$ cat config.mk
export PLATFORM = sky130hd
export DESIGN_NAME = mini_core
export DESIGN_NICKNAME = d
export VERILOG_FILES = /design/src/common/core_pkg.sv /design/src/hw/uop_queue.sv /design/src/issue/scoreboard.sv /design/src/issue/issue_stage.sv /design/src/exec/exec_stage.sv /design/src/hw/mini_core.sv
export VERILOG_INCLUDE_DIRS = /design/src /design/src/common
export SDC_FILE = /design/constraint.sdc
export NUM_CORES = 2
export LEC_CHECK = 0
export BUFFER_PORTS_ARGS = -buffer_cell sky130_fd_sc_hd__clkbuf_2
export CORE_UTILIZATION = 55
export CTS_BUF_LIST = sky130_fd_sc_hd__clkbuf_4 sky130_fd_sc_hd__clkbuf_8
export DETAILED_ROUTE_END_ITERATION = 7
export GPL_TIMING_DRIVEN = 0
export PLACE_DENSITY_LB_ADDON = 0.25
export SLEW_MARGIN = 10
export SYNTH_ARGS = -nofsm -noshare
export SYNTH_HDL_FRONTEND = slang
export SYNTH_SLANG_ARGS = --single-unit
$ cat constraint.sdc
create_clock -name clk -period 4.68 [get_ports clk]
set_input_delay 0.468 -clock clk [delete_from_list [all_inputs] [get_ports clk]]
set_output_delay 0.468 -clock clk [all_outputs]
set_load 0.01 [all_outputs]
$ cat src/common/core_defines.svh
// core sizing macros; QUEUE_DEPTH must be at least 2 and the core is rv32 only

`ifndef CORE_DEFINES_SVH
`define CORE_DEFINES_SVH

// register index width and architectural register count
`define REG_IDX_W 5
`define NUM_REGS 32

// micro-op queue entries
`define QUEUE_DEPTH 4

// datapath width
`define XLEN 32

// fall-through and link distance, no compressed ops
`define INSN_BYTES 4

`endif

$ cat src/common/core_pkg.sv
// op and bundle types of the back end; register and data widths come from core_defines.svh

`include "core_defines.svh"

package core_pkg;

    // one code per alu function or branch type
    typedef enum logic [3:0] {
        fn_add,
        fn_sub,
        fn_and,
        fn_or,
        fn_xor,
        fn_slt,
        fn_sltu,
        fn_beq,
        fn_bne,
        fn_blt,
        fn_bge,
        fn_bltu,
        fn_bgeu,
        fn_jalr
    } uop_fn_e;

    typedef enum logic {
        exu_alu,
        exu_bru
    } exu_e;

    // decoded op as pushed into the queue
    typedef struct packed {
        uop_fn_e                fn;
        exu_e                   exu;
        logic                   use_imm;
        logic                   has_rd;
        logic                   has_rs1;
        logic                   has_rs2;
        logic [`REG_IDX_W-1:0]  rd;
        logic [`REG_IDX_W-1:0]  rs1;
        logic [`REG_IDX_W-1:0]  rs2;
        logic [`XLEN-1:0]       imm;
        logic [`XLEN-1:0]       pc;
        logic                   pred_taken;
    } uop_t;

    // operands read, op held in execute
    typedef struct packed {
        logic                   valid;
        uop_fn_e                fn;
        exu_e                   exu;
        logic                   wb_en;
        logic [`REG_IDX_W-1:0]  rd;
        logic [`XLEN-1:0]       opr1;
        logic [`XLEN-1:0]       opr2;
        logic [`XLEN-1:0]       imm;
        logic [`XLEN-1:0]       pc;
        logic                   pred_taken;
    } issue_t;

    typedef struct packed {
        logic                   valid;
        logic [`REG_IDX_W-1:0]  rd;
        logic [`XLEN-1:0]       data;
    } wb_t;

    typedef struct packed {
        logic                   valid;
        logic [`XLEN-1:0]       pc;
    } redirect_t;

endpackage

$ cat src/hw/uop_queue.sv
// micro-op fifo; a push while full and a pop while empty are dropped, flush wins over push

`timescale 1ns/1ps

`include "core_defines.svh"

module uop_queue (
    input  logic            clk,
    input  logic            rst,
    input  logic            flush,
    input  logic            push,
    input  core_pkg::uop_t  din,
    input  logic            pop,
    output core_pkg::uop_t  head,
    output logic            empty,
    output logic            full
);

    localparam int PTR_W = $clog2(`QUEUE_DEPTH);

    core_pkg::uop_t mem [`QUEUE_DEPTH];

    logic [PTR_W-1:0] wr_ptr;
    logic [PTR_W-1:0] rd_ptr;
    logic [PTR_W:0]   count;
    logic             do_push;
    logic             do_pop;

    assign empty   = (count == '0);
    assign full    = (count == (PTR_W+1)'(`QUEUE_DEPTH));
    assign do_push = push && !full;
    assign do_pop  = pop && !empty;
    assign head    = mem[rd_ptr];

    // entry storage
    always_ff @(posedge clk) begin
        if (do_push) begin
            mem[wr_ptr] <= din;
        end
    end

    always_ff @(posedge clk) begin
        if (rst || flush) begin
            wr_ptr <= '0;
            rd_ptr <= '0;
            count  <= '0;
        end else begin
            if (do_push) begin
                // explicit wrap keeps odd depths working
                wr_ptr <= (wr_ptr == PTR_W'(`QUEUE_DEPTH - 1)) ? '0 : wr_ptr + 1'b1;
            end
            if (do_pop) begin
                rd_ptr <= (rd_ptr == PTR_W'(`QUEUE_DEPTH - 1)) ? '0 : rd_ptr + 1'b1;
            end
            case ({do_push, do_pop})
                2'b10:   count <= count + 1'b1;
                2'b01:   count <= count - 1'b1;
                default: count <= count;
            endcase
        end
    end

endmodule

$ cat src/issue/scoreboard.sv
// pending bit per register; x0 is never marked, a writeback clear beats a same-cycle set

`timescale 1ns/1ps

`include "core_defines.svh"

module scoreboard (
    input  logic            clk,
    input  logic            rst,
    input  logic            flush,
    input  core_pkg::uop_t  check,
    input  logic            issue,
    input  core_pkg::wb_t   wb,
    output logic            ready
);

    logic [`NUM_REGS-1:0]  pending;
    logic [`REG_IDX_W-1:0] set_idx;
    logic                  set_en;
    logic                  busy_rs1;
    logic                  busy_rs2;
    logic                  busy_rd;

    assign busy_rs1 = check.has_rs1 && pending[check.rs1];
    assign busy_rs2 = check.has_rs2 && pending[check.rs2];
    // waiting on rd too keeps writebacks to one register in order
    assign busy_rd  = check.has_rd && pending[check.rd];
    assign ready    = !(busy_rs1 || busy_rs2 || busy_rd);

    assign set_idx = check.rd;
    assign set_en  = issue && !flush && check.has_rd && (set_idx != '0);

    always_ff @(posedge clk) begin
        if (rst) begin
            pending <= '0;
        end else begin
            if (set_en) begin
                pending[set_idx] <= 1'b1;
            end
            // clear after set
            if (wb.valid) begin
                pending[wb.rd] <= 1'b0;
            end
        end
    end

endmodule

$ cat src/issue/issue_stage.sv
// register read and single issue; no bypass, a dependent op waits until its source is written

`timescale 1ns/1ps

`include "core_defines.svh"

module issue_stage (
    input  logic                clk,
    input  logic                rst,
    input  core_pkg::uop_t      head,
    input  logic                empty,
    input  core_pkg::redirect_t redirect,
    input  core_pkg::wb_t       wb,
    output logic                pop,
    output core_pkg::issue_t    iss
);

    logic [`XLEN-1:0] regs [`NUM_REGS];
    logic [`XLEN-1:0] rs1_val;
    logic [`XLEN-1:0] rs2_val;
    logic             ready;
    core_pkg::issue_t iss_d;

    scoreboard i_scoreboard (
        .clk   (clk),
        .rst   (rst),
        .flush (redirect.valid),
        .check (head),
        .issue (pop),
        .wb    (wb),
        .ready (ready)
    );

    // architectural state starts at zero
    always_ff @(posedge clk) begin
        if (rst) begin
            for (int i = 0; i < `NUM_REGS; i++) begin
                regs[i] <= '0;
            end
        end else if (wb.valid && wb.rd != '0) begin
            regs[wb.rd] <= wb.data;
        end
    end

    // x0 reads as zero
    assign rs1_val = (head.rs1 == '0) ? '0 : regs[head.rs1];
    assign rs2_val = (head.rs2 == '0) ? '0 : regs[head.rs2];

    assign pop = !empty && ready;

    always_comb begin
        iss_d.valid      = pop;
        iss_d.fn         = head.fn;
        iss_d.exu        = head.exu;
        iss_d.wb_en      = head.has_rd && (head.rd != '0);
        iss_d.rd         = head.rd;
        iss_d.opr1       = rs1_val;
        iss_d.opr2       = head.use_imm ? head.imm : rs2_val;
        iss_d.imm        = head.imm;
        iss_d.pc         = head.pc;
        iss_d.pred_taken = head.pred_taken;
    end

    // payload loads every cycle, only valid is reset or killed
    always_ff @(posedge clk) begin
        iss <= iss_d;
        if (rst || redirect.valid) begin
            iss.valid <= 1'b0;
        end
    end

endmodule

$ cat src/exec/exec_stage.sv
// one-cycle alu and branch unit; redirect is combinational, wb is registered

`timescale 1ns/1ps

`include "core_defines.svh"

module exec_stage (
    input  logic                 clk,
    input  logic                 rst,
    input  core_pkg::issue_t     iss,
    output core_pkg::wb_t        wb,
    output core_pkg::redirect_t  redirect
);

    logic [`XLEN-1:0] alu_res;
    logic [`XLEN-1:0] link;
    logic [`XLEN-1:0] jump_tgt;
    logic [`XLEN-1:0] result;
    logic             eq;
    logic             lt;
    logic             ltu;
    logic             taken;

    always_comb begin
        case (iss.fn)
            core_pkg::fn_add:  alu_res = iss.opr1 + iss.opr2;
            core_pkg::fn_sub:  alu_res = iss.opr1 - iss.opr2;
            core_pkg::fn_and:  alu_res = iss.opr1 & iss.opr2;
            core_pkg::fn_or:   alu_res = iss.opr1 | iss.opr2;
            core_pkg::fn_xor:  alu_res = iss.opr1 ^ iss.opr2;
            core_pkg::fn_slt:  alu_res = {{(`XLEN-1){1'b0}}, lt};
            core_pkg::fn_sltu: alu_res = {{(`XLEN-1){1'b0}}, ltu};
            default:           alu_res = '0;
        endcase
    end

    // shared compare for slt and branches
    assign eq  = (iss.opr1 == iss.opr2);
    assign lt  = ($signed(iss.opr1) < $signed(iss.opr2));
    assign ltu = (iss.opr1 < iss.opr2);

    always_comb begin
        case (iss.fn)
            core_pkg::fn_beq:  taken = eq;
            core_pkg::fn_bne:  taken = !eq;
            core_pkg::fn_blt:  taken = lt;
            core_pkg::fn_bge:  taken = !lt;
            core_pkg::fn_bltu: taken = ltu;
            core_pkg::fn_bgeu: taken = !ltu;
            core_pkg::fn_jalr: taken = 1'b1;
            default:           taken = 1'b0;
        endcase
    end

    assign link = iss.pc + `XLEN'(`INSN_BYTES);

    // jalr is register relative, branches pc relative
    assign jump_tgt = (iss.fn == core_pkg::fn_jalr) ? iss.opr1 + iss.imm : iss.pc + iss.imm;

    assign redirect.valid = iss.valid && (iss.exu == core_pkg::exu_bru)
                            && (taken != iss.pred_taken);
    assign redirect.pc    = taken ? jump_tgt : link;

    // branch unit writes the link value
    assign result = (iss.exu == core_pkg::exu_bru) ? link : alu_res;

    always_ff @(posedge clk) begin
        wb.rd   <= iss.rd;
        wb.data <= result;
        if (rst) begin
            wb.valid <= 1'b0;
        end else begin
            wb.valid <= iss.valid && iss.wb_en;
        end
    end

endmodule

$ cat src/hw/mini_core.sv
// back-end top; push must not be raised while full, redirect flushes queue and issue

`timescale 1ns/1ps

module mini_core (
    input  logic                clk,
    input  logic                rst,
    input  logic                push,
    input  core_pkg::uop_t      uop,
    output logic                full,
    output core_pkg::wb_t       wb,
    output core_pkg::redirect_t redirect
);

    core_pkg::uop_t   head;
    logic             empty;
    logic             pop;
    core_pkg::issue_t iss;

    uop_queue i_uop_queue (
        .clk   (clk),
        .rst   (rst),
        .flush (redirect.valid),
        .push  (push),
        .din   (uop),
        .pop   (pop),
        .head  (head),
        .empty (empty),
        .full  (full)
    );

    issue_stage i_issue_stage (
        .clk      (clk),
        .rst      (rst),
        .head     (head),
        .empty    (empty),
        .redirect (redirect),
        .wb       (wb),
        .pop      (pop),
        .iss      (iss)
    );

    exec_stage i_exec_stage (
        .clk      (clk),
        .rst      (rst),
        .iss      (iss),
        .wb       (wb),
        .redirect (redirect)
    );

endmodule

==> metrics.cfg <==
[timing]
hold_viol=0
min_period_ns=5.41
clock_skew_ns=0.0743
finalWorstSetupSlack_ns=-0.734
fin_crit_sh_pct=116
rsz0062_at_grt=yes
tightest_slew_ns=1.52
timing.hold.ws_ns=0.129
relSlewSlack_pct=-1.98
finalSetupViolations=41
fmax_mhz=185
maxSlewViolCount=7

[global_route]
grt_overflow_total=0
antenna_found_initial=21
grt_usage_pct=37.8
grt_pass1_wl_um=403000
grt_max_degree=51
grt_pass1_vias=57200

[clocking]
clock-sinks=1600
clkTransAtPathRegs_ns=0.06
clock_path_buffers=4
root_buffer=clkbuf_8
htreeDepth=5
cts_tree=yes
clk-insertion-delay-late_ns=1.02
numCtsBuffers=284

[route]
dr.pass1.iters=8
routedWlPerCell_um=32.7
drtAntennaViolNets=0
drc=0
via_per_inst=6.65
drt_iter0_markers=8041
wl_um=286000
num_vias=58200

[yosys]
synth_common_cells=edfxtp_1 (1380), and2_1 (1069), mux4_2 (620), clkbuf_1 (405), nand2_1 (314)
yosysTopAreaCellShare_pct=50.5
ys_warn_count=0
synth-seq-cells=1600
synthArstFlopShare_pct=0
synth_edf_count=1380
yosysSeqAreaShare_pct=55.9
ys.flop_type=edfxtp_1
synth.most_common_cell=edfxtp_1
synthTopCellsByArea=edfxtp_1 (51%), mux4_2 (17%), and2_1 (8.2%), dfxtp_1 (5.4%), ha_1 (2.0%)
yosysTopAreaCell=edfxtp_1
synthCells=5945
syn_area_um2=82000
synth_cell_types=85
post_synth.cell_area_avg_um2=13.8

[pwr]
ir_worst_vdd_uv=532
power_frac_seq_pct=29.0
p_sw_mw=28.7
swShare_pct=44.0
power_density_nw_per_um2=689
comb_power_share_pct=51.0
report.power.total_mw=65.1
internal-power_mw=36.5
power_frac_clock_pct=20.0
p_leak_nw=34.2

[floorplan]
num_rows=141
io_pins=164
die_h_um=388
die_w_um=388
coreArea_um2=148000
start_util_pct=55.5
die_area_um2=151000

[setup_path]
start_kind=flop
worst_ep_required_time_ns=4.21
worstPathMaxFanout=7
arrival_ns=4.95
end_kind=output pin
crit_type=flop to output pin

[placed_design]
dp_hpwl_um=211000
port_buffers=162
place_inst=8105
place_ws_ns=-1.97
place.gp.congestion=1.03

[hold_path]
hold_class=input port to flop

[status]
outcome=finished with violations
violations=max-capacitance violations, max-slew violations, negative setup slack

[flow_run]
maxCapViolations=2

[finish]
final_nets=6822
fin_cells=8747
area_growth_pct=15.2
drive_gt1_share_pct=24.4

## path summary, 6_finish.rpt
kind	start	to	slack, ns	cells after the start
worst max register to register	flop	i_issue_stage.iss[109]	-0.11	11
worst min-delay path	rst	i_issue_stage.regs[0][25]	0.13	2
worst min register to register	i_issue_stage.iss[133]	i_exec_stage.wb[36]	0.33	0
worst max-delay path	i_issue_stage.iss[136]	redirect[31]	-0.73	16
## cell usage in the layout (no fill, tap or decap), types with 51 or more instances in the layout
cell type      synthesis  final
clkbuf_1             405    354
buf_2                 47     57
clkbuf_2               0    173
dlygate4sd3_1          0     90
ha_1                 134    118
edfxtp_1            1380   1380
a21oi_1              216    188
nor2b_1               90     87
buf_4                  2     57
mux4_2               620    620
o21ai_0              158    129
inv_1                147    112
nand2_1              314    309
dfxtp_1              220    210
a211oi_1             175    162
a31oi_1               53     51
nor2_1               223    213
clkbuf_8               0    311
clkbuf_4               0     98
mux2i_1               91     87
and2_1              1069   1065
## routing by layer
layer | global-route usage, % | share of wire, %
met2 | 53.7 | 43
met5 | 0.415 | 0.11
met3 | 13.7 | 14
met4 | 20.2 | 6.0
met1 | 50.7 | 37
## final cells by class
type	instances	area (µm²)
Clock buffer	402	4950
Antenna cell	29	72.6
Tap cell	1930	2410
Buffer	500	2300
Timing Repair Buffer	349	3030
Sequential cell	1600	45900
Multi-Input combinational cell	3710	34700
Fill cell	11000	53400
Inverter	147	552
Clock inverter	80	558
## power by group through the flow
stage	clock, mW	sequential (mW)	combinational (mW)
after floorplan	0	18.0	17.8
after global placement	0	19.0	28.2
after detailed placement	0	18.9	28.5
after CTS	13.0	18.7	31.2
after global routing	13.6	18.9	34.3
final	13.0	18.9	33.2
## flip-flops by register name, summed over array words and instances, names as in the netlist, named ones only
signal / flops
i_issue_stage.iss: 141
i_issue_stage.i_scoreboard.pending: 32
i_uop_queue.wr_ptr: 2
i_uop_queue.rd_ptr: 2
i_uop_queue.count: 3
i_exec_stage.wb: 38
i_uop_queue.mem: 356
i_issue_stage.regs: 1024
## stage by stage
| stage | setup TNS, ns | area (µm²) | util, % |
|---|---|---|---|
| 2_1_floorplan | 0 | 82100 | - |
| 3_3_place_gp | -257.57 | 85400 | 57.7 |
| 4_1_cts | -9.34 | 94000 | 63.6 |
| 6_report | -9.68 | 94500 | 63.9 |
| 3_5_place_dp | -90.33 | 86200 | 58.3 |
| 5_1_grt | -12.84 | 94400 | 63.9 |
## timing repair
action                                  4_1_cts  5_1_grt
buffers inserted                             40       15
hold buffers                                 90        0
resized for setup                           292      106
endpoints found under the setup margin      126       74
hold endpoints to repair                    357        0
pin swaps                                    45       30
gates cloned                                  4        1
## cells by family after synthesis
group	after synthesis	share of synthesized area (%)
AOI/OAI and AO/OA	868	7.00
and+or+nand+nor	1883	12.7
buffers and inverters	666	3.16
xor gates and xnor gates	67	0.716
adders and majority gates	138	2.14
other	1	0.00457
muxes	722	18.3
DFF	1600	55.9
## critical path, stage by stage (launching register included)
cell	delay, ns
dfxtp_4	0.39
nor2b_4	0.19
nand3_4	0.19
clkbuf_16	0.23
nand2_4	0.07
o21ai_2	0.06
ha_1	0.32
a21o_1	0.21
o31a_1	0.38
a211oi_4	0.37
o21ai_4	0.12
or4b_4	0.56
a31oi_4	0.24
o31ai_4	0.12
o211ai_1	0.19
o211a_1	0.19
buf_6	0.11
Note: power is estimated with default switching activity, not from simulation.
